===== config.mk =====
export PLATFORM = sky130hd
export DESIGN_NAME = bp_top
export DESIGN_NICKNAME = d
export VERILOG_FILES = /design/src/hdl/bp_pkg.sv /design/src/hdl/bp_top.sv /design/src/hdl/branch_resolver.sv /design/src/hdl/dynamic_branch_predictor.sv /design/src/hdl/if_id_stage.sv /design/src/hdl/pred_table.sv
export VERILOG_INCLUDE_DIRS = /design/src /design/src/hdl
export SDC_FILE = /design/constraint.sdc
export NUM_CORES = 1
export LEC_CHECK = 0
export ABC_AREA = 1
export BUFFER_PORTS_ARGS = -buffer_cell sky130_fd_sc_hd__buf_2
export CAP_MARGIN = 20
export CELL_PAD_IN_SITES_DETAIL_PLACEMENT = 0
export CELL_PAD_IN_SITES_GLOBAL_PLACEMENT = 2
export CORE_MARGIN = 5
export CORE_UTILIZATION = 39
export CTS_BUF_LIST = sky130_fd_sc_hd__clkbuf_4 sky130_fd_sc_hd__clkbuf_8 sky130_fd_sc_hd__clkbuf_16
export DETAILED_ROUTE_END_ITERATION = 6
export GPL_ROUTABILITY_DRIVEN = 0
export MAX_ROUTING_LAYER = met4
export PLACE_DENSITY = 0.91
export SLEW_MARGIN = 0
export SYNTH_ARGS = -nofsm -noshare
export SYNTH_HDL_FRONTEND = slang
export SYNTH_HIERARCHICAL = 1
export SYNTH_SLANG_ARGS = --single-unit

===== constraint.sdc =====
create_clock -name clk -period 3.3 [get_ports clk]
set_input_delay 0.495 -clock clk [delete_from_list [all_inputs] [get_ports clk]]
set_output_delay 0.495 -clock clk [all_outputs]
set_load 0.05 [all_outputs]

===== src/hdl/bp_consts.svh =====
/*
 * Sizing macros for the branch prediction slice
 * PC width, table index width, table depth, instruction size
 */
`ifndef BP_CONSTS_SVH
`define BP_CONSTS_SVH

// Width of a fetch PC and of a branch target
`define BP_PC_W 16

// Table index, taken from PC bits BP_IDX_W down to 1
`define BP_IDX_W 4

// Entries per table, one per index value
`define BP_DEPTH 16

// Halfword instructions, fall-through step in bytes
`define BP_INSN_BYTES 2

`endif


===== src/hdl/bp_pkg.sv =====
/*
 * Shared types of the branch prediction slice
 * Address, index and counter types, pipeline structs, counter step function
 */
`include "bp_consts.svh"

package bp_pkg;

  typedef logic [`BP_PC_W-1:0]  pc_t;   // Fetch address or target
  typedef logic [`BP_IDX_W-1:0] idx_t;  // Table index

  // 2-bit saturating counter, MSB is the taken guess
  typedef enum logic [1:0] {
    ctr_strong_nt = 2'b00,
    ctr_weak_nt   = 2'b01,
    ctr_weak_t    = 2'b10,
    ctr_strong_t  = 2'b11
  } ctr_t;

  typedef struct packed {
    logic valid;                 // Fetch slot holds an instruction
    pc_t  pc;
  } fetch_req_t;

  typedef struct packed {
    ctr_t ctr;                   // Counter read at fetch
    pc_t  target;                // BTB target read at fetch
  } pred_t;

  typedef struct packed {
    logic  valid;
    pc_t   pc;
    pred_t pred;
  } if_id_t;

  typedef struct packed {
    logic was_branch;            // Decode found a branch
    logic actual_taken;
    pc_t  actual_target;
  } resolve_t;

  typedef struct packed {
    logic ctr_we;                // Counter table write
    logic btb_we;                // Target buffer write
    idx_t idx;
    ctr_t ctr;
    pc_t  target;
  } train_t;

  typedef struct packed {
    logic valid;
    pc_t  pc;                    // Corrected fetch address
  } redirect_t;

  // One saturating step toward the resolved direction
  function automatic ctr_t ctr_step(ctr_t cur, logic taken);
    ctr_t nxt;
    unique case (cur)
      ctr_strong_nt: nxt = taken ? ctr_weak_nt  : ctr_strong_nt;
      ctr_weak_nt:   nxt = taken ? ctr_weak_t   : ctr_strong_nt;
      ctr_weak_t:    nxt = taken ? ctr_strong_t : ctr_weak_nt;
      default:       nxt = taken ? ctr_strong_t : ctr_weak_t;  // Strong taken
    endcase
    return nxt;
  endfunction

endpackage


===== src/hdl/bp_top.sv =====
/*
 * Branch prediction slice top level
 * Predictor, IF/ID register and decode resolver
 */
module bp_top (
  input  logic               clk,
  input  logic               rst,
  input  logic               stall,
  input  bp_pkg::fetch_req_t fetch,
  input  bp_pkg::resolve_t   resolve,   // Outcome for the IF/ID entry
  output bp_pkg::pred_t      pred,
  output bp_pkg::redirect_t  redirect
);

  import bp_pkg::*;

  if_id_t if_id;   // Decode-side entry
  train_t train;   // Resolver back to tables

  dynamic_branch_predictor u_dbp (
    .clk   (clk),
    .rst   (rst),
    .fetch (fetch),
    .pred  (pred),
    .train (train)
  );

  // Redirect squashes the fetch of the same cycle
  if_id_stage u_if_id (
    .clk   (clk),
    .rst   (rst),
    .stall (stall),
    .flush (redirect.valid),
    .fetch (fetch),
    .pred  (pred),
    .if_id (if_id)
  );

  branch_resolver u_resolver (
    .if_id    (if_id),
    .resolve  (resolve),
    .stall    (stall),
    .train    (train),
    .redirect (redirect)
  );

  ////////////////////////////////////////
  // Resolver checks
  ////////////////////////////////////////

  // A squashed slot must never steer fetch
  a_redirect_needs_valid : assert property (
    @(posedge clk) disable iff (rst) redirect.valid |-> if_id.valid
  ) else $error("redirect from an empty IF/ID slot");

  // Tables stay frozen while decode is stalled
  a_no_train_in_stall : assert property (
    @(posedge clk) disable iff (rst) stall |-> !(train.ctr_we || train.btb_we)
  ) else $error("table training during stall");

endmodule


===== src/hdl/branch_resolver.sv =====
/*
 * Decode-side branch resolver
 * Direction and target mismatch, table training, redirect
 */
`include "bp_consts.svh"

module branch_resolver (
  input  bp_pkg::if_id_t    if_id,     // Instruction now in decode
  input  bp_pkg::resolve_t  resolve,   // Outcome from decode
  input  logic              stall,
  output bp_pkg::train_t    train,     // Table writes, next edge
  output bp_pkg::redirect_t redirect   // Corrected fetch PC
);

  import bp_pkg::*;

  logic honored;      // Valid branch, not stalled
  logic guess_taken;  // Direction predicted at fetch
  logic dir_mis;      // Direction mismatch
  logic tgt_mis;      // Taken, but BTB target wrong
  pc_t  fall_pc;      // Next sequential address

  ////////////////////////////////////////
  // Compare guess with outcome
  ////////////////////////////////////////

  // Stall keeps this entry for another try
  assign honored     = if_id.valid & ~stall & resolve.was_branch;
  assign guess_taken = if_id.pred.ctr[1];
  assign dir_mis     = guess_taken != resolve.actual_taken;
  assign tgt_mis     = resolve.actual_taken &
                       (if_id.pred.target != resolve.actual_target);
  assign fall_pc     = if_id.pc + pc_t'(`BP_INSN_BYTES);

  ////////////////////////////////////////
  // Training
  ////////////////////////////////////////

  always_comb begin
    train.ctr_we = honored;              // Counter trains on every branch
    train.btb_we = honored & tgt_mis;    // Target only when wrong
    train.idx    = if_id.pc[`BP_IDX_W:1];
    // Step from the counter seen at fetch
    train.ctr    = ctr_step(if_id.pred.ctr, resolve.actual_taken);
    train.target = resolve.actual_target;
  end

  ////////////////////////////////////////
  // Redirect
  ////////////////////////////////////////

  // Bad target only matters if fetch followed it
  always_comb begin
    redirect.valid = honored & (dir_mis | (tgt_mis & guess_taken));
    redirect.pc    = resolve.actual_taken ? resolve.actual_target
                                          : fall_pc;   // Taken guess was wrong
  end

endmodule


===== src/hdl/dynamic_branch_predictor.sv =====
/*
 * Fetch-side dynamic branch predictor
 * Counter table (BHT) and target buffer (BTB), prediction read,
 * write port driven by the decode-side training request
 */
`include "bp_consts.svh"

module dynamic_branch_predictor (
  input  logic               clk,
  input  logic               rst,
  input  bp_pkg::fetch_req_t fetch,   // Current fetch PC
  output bp_pkg::pred_t      pred,    // Guess for fetch.pc, same cycle
  input  bp_pkg::train_t     train    // Update from the resolver
);

  import bp_pkg::*;

  idx_t fetch_idx;   // Read index for both tables
  ctr_t bht_rd;      // Counter for fetch PC
  pc_t  btb_rd;      // Stored target for fetch PC

  ////////////////////////////////////////
  // Index
  ////////////////////////////////////////

  // Bit 0 is always zero for halfword fetch, skip it
  assign fetch_idx = fetch.pc[`BP_IDX_W:1];

  ////////////////////////////////////////
  // Counter table
  ////////////////////////////////////////

  // Resets to strong not taken, encoding 0
  // Counter step already applied by the resolver
  pred_table #(
    .entry_t (ctr_t),
    .DEPTH   (`BP_DEPTH)
  ) u_bht (
    .clk     (clk),
    .rst     (rst),
    .rd_idx  (fetch_idx),
    .rd_data (bht_rd),
    .we      (train.ctr_we),
    .wr_idx  (train.idx),
    .wr_data (train.ctr)
  );

  ////////////////////////////////////////
  // Branch target buffer
  ////////////////////////////////////////

  // Targets reset to 0, written only on a target mismatch
  pred_table #(
    .entry_t (pc_t),
    .DEPTH   (`BP_DEPTH)
  ) u_btb (
    .clk     (clk),
    .rst     (rst),
    .rd_idx  (fetch_idx),
    .rd_data (btb_rd),
    .we      (train.btb_we),
    .wr_idx  (train.idx),
    .wr_data (train.target)
  );

  ////////////////////////////////////////
  // Prediction out
  ////////////////////////////////////////

  // No bypass, a same-cycle write is seen on the next fetch
  always_comb begin
    pred.ctr    = bht_rd;   // Taken guess is ctr[1]
    pred.target = btb_rd;
  end

  // Decode only hands back halfword-aligned targets
  a_btb_even : assert property (
    @(posedge clk) disable iff (rst) train.btb_we |-> !train.target[0]
  ) else $error("BTB write with odd target");

endmodule


===== src/hdl/if_id_stage.sv =====
/*
 * IF/ID pipeline register
 * Fetch PC and its prediction, with stall hold and flush
 */
module if_id_stage (
  input  logic               clk,
  input  logic               rst,
  input  logic               stall,   // Hold current entry
  input  logic               flush,   // Squash the fetch at this edge
  input  bp_pkg::fetch_req_t fetch,
  input  bp_pkg::pred_t      pred,
  output bp_pkg::if_id_t     if_id
);

  import bp_pkg::*;

  logic  valid_q;   // Entry is live
  pc_t   pc_q;
  pred_t pred_q;

  ////////////////////////////////////////
  // Control
  ////////////////////////////////////////

  always_ff @(posedge clk) begin
    if (rst) begin
      valid_q <= 1'b0;
    end else if (!stall) begin
      valid_q <= fetch.valid & ~flush;   // Flush loads a bubble
    end
  end

  // Captured fetch PC and its prediction
  always_ff @(posedge clk) begin
    if (!stall) begin
      pc_q   <= fetch.pc;
      pred_q <= pred;
    end
  end

  assign if_id = '{valid: valid_q, pc: pc_q, pred: pred_q};

  // Redirect is blocked upstream while stalled
  // A flush under stall would be dropped by the hold
  a_no_flush_in_stall : assert property (
    @(posedge clk) disable iff (rst) flush |-> !stall
  ) else $error("IF/ID flush during stall");

endmodule


===== src/hdl/pred_table.sv =====
/*
 * Generic prediction table, register array
 * One asynchronous read port, one synchronous write port
 */
`include "bp_consts.svh"

module pred_table #(
  parameter type entry_t = logic,      // Stored payload type
  parameter int  DEPTH   = `BP_DEPTH   // Number of entries
) (
  input  logic         clk,
  input  logic         rst,
  input  bp_pkg::idx_t rd_idx,   // Fetch-side index
  output entry_t       rd_data,
  input  logic         we,
  input  bp_pkg::idx_t wr_idx,   // Resolve-side index
  input  entry_t       wr_data
);

  entry_t mem [DEPTH];           // Table storage

  ////////////////////////////////////////
  // Read port
  ////////////////////////////////////////

  // Combinational read, same cycle as fetch
  // A write in this cycle shows up only after the edge
  assign rd_data = mem[rd_idx];

  ////////////////////////////////////////
  // Write port
  ////////////////////////////////////////

  always_ff @(posedge clk) begin
    if (rst) begin
      for (int i = 0; i < DEPTH; i++) begin
        mem[i] <= entry_t'(0);   // All-zero entry
      end
    end else if (we) begin
      mem[wr_idx] <= wr_data;
    end
  end

  // Write index must be resolved whenever a write fires
  a_wr_idx_known : assert property (
    @(posedge clk) disable iff (rst) we |-> !$isunknown(wr_idx)
  ) else $error("pred_table write with unknown index");

endmodule


==> results, run 1 <==
- The worst register-to-register path begins at u_if_id/if_id[14].
- The final-report hold violation count is 0.
- Of the synthesized area, sequential elements account for 60.1%.
- The remaining max-slew budget at the tightest pin is 36.7%.
- The leftover overflow at the end of global routing is 0.
- The post-synthesis mux area share is 0%.
- The post-synthesis instance total is 1,858.
- The part of the cycle the worst path needs is 92.8%.
- Setup repair after global routing left no endpoint under its margin.
- The final worst setup slack is 0.238 ns.
- Buffers placed on the I/O ports in this run total 72.
- The share of the synthesized netlist area taken by xor and xnor gates is 0.272%.
- The post-CTS resize count is 0.
- The hold path startpoint is fetch[5].
- The setup TNS is 0 ns.
- The number of antenna violations at the first check in global routing is 0.
- Leaving out fill and tap cells, the most frequent cells in the layout are sky130_fd_sc_hd__nand2_1 (509), sky130_fd_sc_hd__edfxtp_1 (322), sky130_fd_sc_hd__nor2_1 (315), sky130_fd_sc_hd__inv_1 (294), sky130_fd_sc_hd__nand3_1 (231).
- The maximum fanout count along the critical path is 9.
- The final route contains 12,200 vias.
- The run finished with clean final reports.
- After floorplanning, the core was divided into 74 placement rows.
- The transition time of the tightest slew-check pin is 0.949 ns.
- Cells with a size suffix above 1 make up 11.9% of the layout.
- The synthesized netlist devotes 0.830% of its cell area to compound gates.
- The synthesized area divided by synthesized cell count is 8.68 um^2.
- The type of the setup path with the least slack is flop to primary output.
- Across the whole layout, storage elements account for 9690 um^2.
- Setup violations remaining at the end of the flow were counted as 0.
- The worst-case IR drop observed on VDD is 0.302 mV.
- In the final layout, the multi-input gates occupy 4720 um^2.
- TritonCTS built the clock tree.
- The clock passes through at most 3 buffers.
- The worst-skew pair later-pin latency is 0.56 ns.
- The post-layout instance count excluding filler cells is 2,472.
- After synthesis the cells add up to 16,100 um^2.
- OpenSTA, run right after detailed placement, puts the worst setup slack at 0.561 ns.
- The overall routing resource usage is 20.7%.
- Overall power consumption after layout is estimated at 10.2 mW.
- The most critical setup path has its startpoint at u_if_id/pc_q[3].
- The number of detailed-route iterations in the first pass is 5.
- The number of routed nets with antenna violations is 0.
- The most common library cell in the layout ignoring fill and taps is sky130_fd_sc_hd__nand2_1.
- The adder-cell share of the synthesized area is 0.0776%.
- Data arrives at the worst endpoint at 2.57 ns.
- The clock slew seen by the registers of the worst setup and hold paths is 0.06 ns.
- The net count of the mapped netlist is 1,897.
- The clock net in this run drives a total of 323 sinks.
- Buffers inserted during clock tree synthesis total 38.
- The number of distinct library cell variants in the gate-level netlist after synthesis is 32.
- The starting utilization of the core area is 39.5%.
- The net count of the finished layout is 1,949.
- The wire length after detailed routing is 45,900 um.
- The category of the worst setup path capture point is a primary output.
- In this run the static leakage power is 8.41 nW.
- The synthesized netlist devotes 28.1% of its cell area to simple gates.
- The cell area after layout is 18,300 um^2.
- The power density over cell area is 555 nW/um^2.
- The flip-flop and latch count after synthesis is 323.
- Entering global routing, the biggest net connects 56 pins.
- The main combinational cell family by area after synthesis is simple AND/OR/NAND/NOR gates.
- The total number of yosys warnings is 6.
- The floorplan step set the die width to 213 um.
- The repair_antennas step left the layout with diodes totalling 0.
- The critical path required time is 2.80 ns.
- Once the clock tree was built, the setup fixing pass inserted 0 buffers.
- The count of placed standard cells including taps is 2,402.
- The layout overhead on the synthesized area is 13.7%.
- Clock skew on the completed layout was measured at 0.0233 ns.
- The max-slew violation count is 0.
- The clock period could shrink to 3.06 ns.
- The root buffer selected by CTS is sky130_fd_sc_hd__clkbuf_16.
- The fill cell instance count of the final layout is 4,008.
- The die footprint is 45,500 um^2.
- The die is 213 um tall.
- STA classifies the critical path startpoint as a flop.
- The clock tree synthesis step divided the H-tree into 2 levels.
- The post-detailed-route via-to-cell ratio is 4.94.
- After detailed routing, the number of remaining DRC violations is 0.
- The achievable clock frequency is 0.327 GHz.
- The total of hold buffers inserted after clock tree synthesis is 0.
- The worst hold path belongs to the class input port to flop.
- The core box area is 40,800 um^2.
- The number of DRC markers after the initial detailed-route iteration is 1,026.
- The via count of the first global-routing pass was 11,700.
- Summing all placed instances gives a cell area of 17,000 um^2.
- In this run the count of I/O pins placed on the die edge is 73.
- Detailed placement finished with a half-perimeter wire length of 30,400 um.
- The routed wirelength normalized by instance count is 18.6 um.
- The tool flagged a number of max-cap violations equal to 0.
- The first global-routing pass estimated 69,700 um of wire.
## routing by layer
metal | track usage [%] | share of wire (%) | vias to the layer above
met1 | 28.0 | 43 | 5776
met4 | 5.66 | 2.7 | 0
met5 | - | 0 | -
li1 | - | - | 5913
met2 | 32.7 | 47 | 449
met3 | 3.48 | 8.1 | 73
## worst max-delay path, cell delays in order (launching register included)
cell	delay, ns
sky130_fd_sc_hd__edfxtp_1	0.74
sky130_fd_sc_hd__nand2_2	0.23
sky130_fd_sc_hd__nor2_2	0.23
sky130_fd_sc_hd__nand2_2	0.12
sky130_fd_sc_hd__inv_2	0.10
sky130_fd_sc_hd__nand2_1	0.05
sky130_fd_sc_hd__nand2_1	0.06
sky130_fd_sc_hd__nand3_1	0.11
sky130_fd_sc_hd__o21ai_2	0.09
sky130_fd_sc_hd__buf_2	0.28
## Yosys cell counts (all sizes together)
cell type  count  share of area [%]
a21oi          4               0.12
a22oi          1              0.047
a31o           1              0.054
buf           77                2.7
clkbuf        39               0.91
dfxtp          1               0.12
edfxtp       322                 60
ha             1              0.078
inv          302                7.0
nand2        525                 12
nand3        232                7.3
nand4          3               0.12
nor2         317                7.5
nor3          11               0.74
o21ai         15               0.51
o21bai         1              0.047
o31ai          1              0.047
xnor2          3               0.16
xor2           2               0.11
## kinds of logic after synthesis
logic type                 Yosys count
and+or+nand+nor                   1088
buffers and inverters              418
xor gates and xnor gates             5
adders and majority gates            1
DFF                                323
AOI/OAI and AO/OA                   23
## sequential cells by signal, indices dropped and copies added, names as in the netlist
register,count
u_dbp/u_btb/mem,256
u_dbp/u_bht/mem,32
u_if_id/if_id,18
u_if_id/pc_q,16
u_if_id/valid_q,1
## final timing paths
check / to / slack, ns / cells past startpoint
max reg2reg: u_dbp/u_btb/mem[1][10] / 0.82 / 12
max: redirect[15] / 0.24 / 9
min: u_if_id/pc_q[5] / 0.11 / 1
min reg2reg: u_if_id/valid_q / 0.53 / 4
## per-stage QoR
step	util, %	hold slack, ns
final	44.9	0.112
after detailed placement	41.7	0.520
after global placement	41.7	0.523
after floorplan	-	0.490
after global routing	44.9	0.0915
after CTS	44.9	0.0822
## report_power, final
group / switching, mW / total, mW / internal (mW) / leakage, nW
combinational: 0.815 / 1.06 / 0.243 / 4.42
clock: 1.73 / 4.40 / 2.67 / 0.643
sequential: 0.0579 / 4.72 / 4.66 / 3.35
## cell type report
| class | instances | share of cell area [%] |
|---|---|---|
| Sequential cell | 323 | 52.9 |
| Clock buffer | 49 | 5.73 |
| Clock inverter | 21 | 1.40 |
| Inverter | 302 | 6.21 |
| Tap cell | 532 | 3.63 |
| Timing Repair Buffer | 128 | 4.41 |
| Multi-Input combinational cell | 1117 | 25.8 |
No activity file was read; power rests on OpenSTA's default activity.
==> run 2, diff against run 1 <==
--- a/config.mk
+++ b/config.mk
@@ -9,15 +9,13 @@
 export ABC_AREA = 1
 export BUFFER_PORTS_ARGS = -buffer_cell sky130_fd_sc_hd__buf_2
 export CAP_MARGIN = 20
-export CELL_PAD_IN_SITES_DETAIL_PLACEMENT = 0
-export CELL_PAD_IN_SITES_GLOBAL_PLACEMENT = 2
 export CORE_MARGIN = 5
-export CORE_UTILIZATION = 39
+export CORE_UTILIZATION = 56
 export CTS_BUF_LIST = sky130_fd_sc_hd__clkbuf_4 sky130_fd_sc_hd__clkbuf_8 sky130_fd_sc_hd__clkbuf_16
 export DETAILED_ROUTE_END_ITERATION = 6
 export GPL_ROUTABILITY_DRIVEN = 0
 export MAX_ROUTING_LAYER = met4
-export PLACE_DENSITY = 0.91
+export PLACE_DENSITY = 0.84
 export SLEW_MARGIN = 0
 export SYNTH_ARGS = -nofsm -noshare
 export SYNTH_HDL_FRONTEND = slang
==> results, run 2 (synthesis results as in run 1) <==
- Run status: completed (unchanged).
- The width of the chip was 180 um (was 213 um).
- The die footprint is 32,300 um^2 (was 45,500 um^2).
- The count of placed standard cells including taps is 2,242 (was 2,402).
- The post-route clock skew is 0.0235 ns (was 0.0233 ns).
- The proportion of layout cells with a drive suffix above 1 was 11.1% (was 11.9%).
- Cell breakdown of the critical path: nand2_2 > inv_2 > nand3_4 > nor2_8 > nand2_1 > nand2_1 > nand3_1 > o21ai_0 > buf_2 (was nand2_2 > nor2_2 > nand2_2 > inv_2 > nand2_1 > nand2_1 > nand3_1 > o21ai_2 > buf_2).
- The share of the core filled with cells is 62.7% (was 44.9%).
- The post-CTS resize count is 0 (unchanged).
- The post-route met1 wirelength is 15,500 um (was 19,600 um).
- The endpoint arrival time on the critical path is 2.48 ns (was 2.57 ns).
- The start of the worst register-to-register path was u_if_id/if_id[8] (was u_if_id/if_id[14]).
- The root buffer selected by CTS is sky130_fd_sc_hd__clkbuf_16 (unchanged).
- The leftover overflow at the end of global routing is 0 (unchanged).
- The max-capacitance violation count is 0 (unchanged).
- The amount of wire on met3 after detailed routing came to 6070 um (was 3720 um).
- The type of the setup path with the least slack is flop to primary output (unchanged).
- The fill cell instance count of the final layout is 2,201 (was 4,008).
- The flip-flop count of the largest register after layout is 256 (unchanged).
- The category of the worst setup path capture point is a primary output (unchanged).
- The area occupied by multi-input gates is 4720 um^2 (unchanged).
- The most common library cell in the layout ignoring fill and taps is sky130_fd_sc_hd__nand2_1 (unchanged).
- The minimum period implied by the final worst setup slack is 2.98 ns (was 3.06 ns).
- The worst setup path startpoint is u_if_id/pc_q[3] (unchanged).
- The clock slew seen by the registers of the worst setup and hold paths is 0.06 ns (about the same).
- The count of clock tree sinks is 323 (unchanged).
- The terminus of the critical flop-to-flop path is u_dbp/u_btb/mem[7][6] (was u_dbp/u_btb/mem[1][10]).
- The overall routing resource usage came to 27.7% (was 20.7%).
- The kind of cell adding the most delay to the critical path is flip-flops (was simple AND/OR/NAND/NOR gates).
- The worst-path cell with the longest stage delay is sky130_fd_sc_hd__edfxtp_1 (unchanged).
- The wire length of the first global-routing pass was 69,100 um (was 69,700 um).
- The overall via count from detail_route is 13,100 (was 12,200).
- The routed wirelength normalized by instance count is 19.3 um (was 18.6 um).
- The highest routed metal layer is met4 (unchanged).
- RSZ-0062 raised after global routing: false (unchanged).
- The largest net degree at the start of global routing is 147 (was 56).
- The maximum fanout count along the critical path is 9 (unchanged).
- The number of top-level design ports is 73 (unchanged).
- The power after layout was 9.63 mW (was 10.2 mW).
- The max-slew violation count is 0 (unchanged).
- The count of buffer and inverter cells on the critical path is 2 (unchanged).
- The setup-violating endpoint count in the final report is 0 (unchanged).
- The clock tree from TritonCTS is built (unchanged).
- The number of routed nets with antenna violations was 0 (unchanged).
- The cell type with the highest occurrence count on the critical path is sky130_fd_sc_hd__nand2_1.
- The diode insertion count for antenna repair came to 0 (unchanged).
- The final worst setup slack is 0.323 ns (was 0.238 ns).
- The routed length on met2 is 20,400 um (was 21,300 um).
- The register with the most flip-flops is u_dbp/u_btb/mem (unchanged).
- The count of unresolved DRC violations after routing is 0 (unchanged).
- The final HPWL from detailed placement is 28,500 um (was 30,400 um).
- The worst hold path class was input port to flop (unchanged).
- The via count of the first global-routing pass was 12,700 (was 11,700).
- The final-report hold violation count came to 0 (unchanged).
- The number of DRC markers after the initial detailed-route iteration was 2,128 (was 1,026).
- The worst slack after detailed placement was 0.598 ns (was 0.561 ns).
- The post-placement cell area was 16,800 um^2 (was 17,000 um^2).
- The achievable clock frequency is 0.336 GHz (was 0.327 GHz).
- The worst reg-to-reg path cell count is 11 (was 12).
- The kind of start point of the critical path is a flop (unchanged).
- The layout overhead on the synthesized area is 10.9% (was 13.7%).
- The transition time of the tightest slew-check pin is 1.10 ns (was 0.949 ns).
- The post-layout instance count excluding filler cells is 2,303 (was 2,472).
- The storage element area is 9690 um^2 (unchanged).
- The worst slack on hold paths is 0.161 ns (was 0.112 ns).
- The depth of the critical timing path with buffers and inverters included was 9 (unchanged).
- The worst hold path endpoint is u_if_id/pc_q[10] (was u_if_id/pc_q[5]).
- The number of setup buffers added after CTS is 0 (unchanged).
- The net total in the final layout was 1,933 (was 1,949).
- Commonest non-fill, non-tap cells in the layout: sky130_fd_sc_hd__nand2_1 (509), sky130_fd_sc_hd__edfxtp_1 (322), sky130_fd_sc_hd__nor2_1 (315), sky130_fd_sc_hd__inv_1 (294), sky130_fd_sc_hd__nand3_1 (231) (unchanged).
- The part of the cycle the worst path needs is 90.2% (was 92.8%).
- The cell row count is 62 (was 74).
- The clock buffer count from CTS is 34 (was 38).
- The setup TNS is 0 ns (unchanged).
- The power density over cell area came to 539 nW/um^2 (was 555 nW/um^2).
- The maximum count of clock buffers along a single path is 3 (unchanged).
- The hold path startpoint is fetch[10] (was fetch[5]).
- The starting utilization of the core area came to 56.5% (was 39.5%).
- The remaining max-slew budget at the tightest pin was 26.4% (was 36.7%).
- The wire length after detailed routing is 44,400 um (was 45,900 um).
- The delay contributed by the slowest stage of the critical path was 0.72 ns (was 0.74 ns).
- The number of detailed-route iterations in the first pass is 6 (was 5).
- The slack of the worst reg-to-reg path is 0.73 ns (was 0.82 ns).
- The total of hold buffers inserted after clock tree synthesis is 0 (unchanged).
- The H-tree depth is 2 (unchanged).
- The static leakage power was 8.28 nW (was 8.41 nW).
- The port buffer count came to 72 (unchanged).
- The height of the chip is 180 um (was 213 um).
- The post-detailed-route via-to-cell ratio is 5.71 (was 4.94).
- The worst-skew pair later-pin latency is 0.52 ns (was 0.56 ns).
- The peak supply drop came to 0.358 mV (was 0.302 mV).
- The cell area after layout is 17,900 um^2 (was 18,300 um^2).
- The critical path required time is 2.80 ns (about the same).
- The number of cells traversed by the worst hold path was 1 (unchanged).
- The number of antenna violations at the first check in global routing came to 0 (unchanged).
- The core box area is 28,500 um^2 (was 40,800 um^2).
## run 2: worst max-delay path by stage
stage               slack [ns]                    end
floorplan                 0.71            redirect[7]
global placement          0.65                pred[1]
detailed placement        0.60  u_dbp/u_btb/mem[7][4]
CTS                       0.35            redirect[8]
global route              0.25           redirect[13]
finish                    0.32            redirect[8]
## run 2: routing by layer
layer / vias to the layer above / GRT usage, %
met5: - / -
met4: 0 / 13.6
met3: 169 / 6.83
met2: 1099 / 42.6
met1: 5996 / 34.7
li1: 5878 / -
## run 2: area by class of cell
type                    count  share of cell area (%)
clock buffers              44                    5.27
clock inverters            17                   0.965
inverters                 302                    6.36
multi-input cells        1117                    26.4
flip-flops and latches    323                    54.2
well taps                 384                    2.69
repair buffers            116                    4.15
## run 2: power by group
part	total, mW	leakage (nW)	switching (mW)	internal, mW
Combinational	1.06	4.38	0.826	0.238
Clock	3.84	0.562	1.56	2.27
Sequential	4.73	3.35	0.0683	4.67
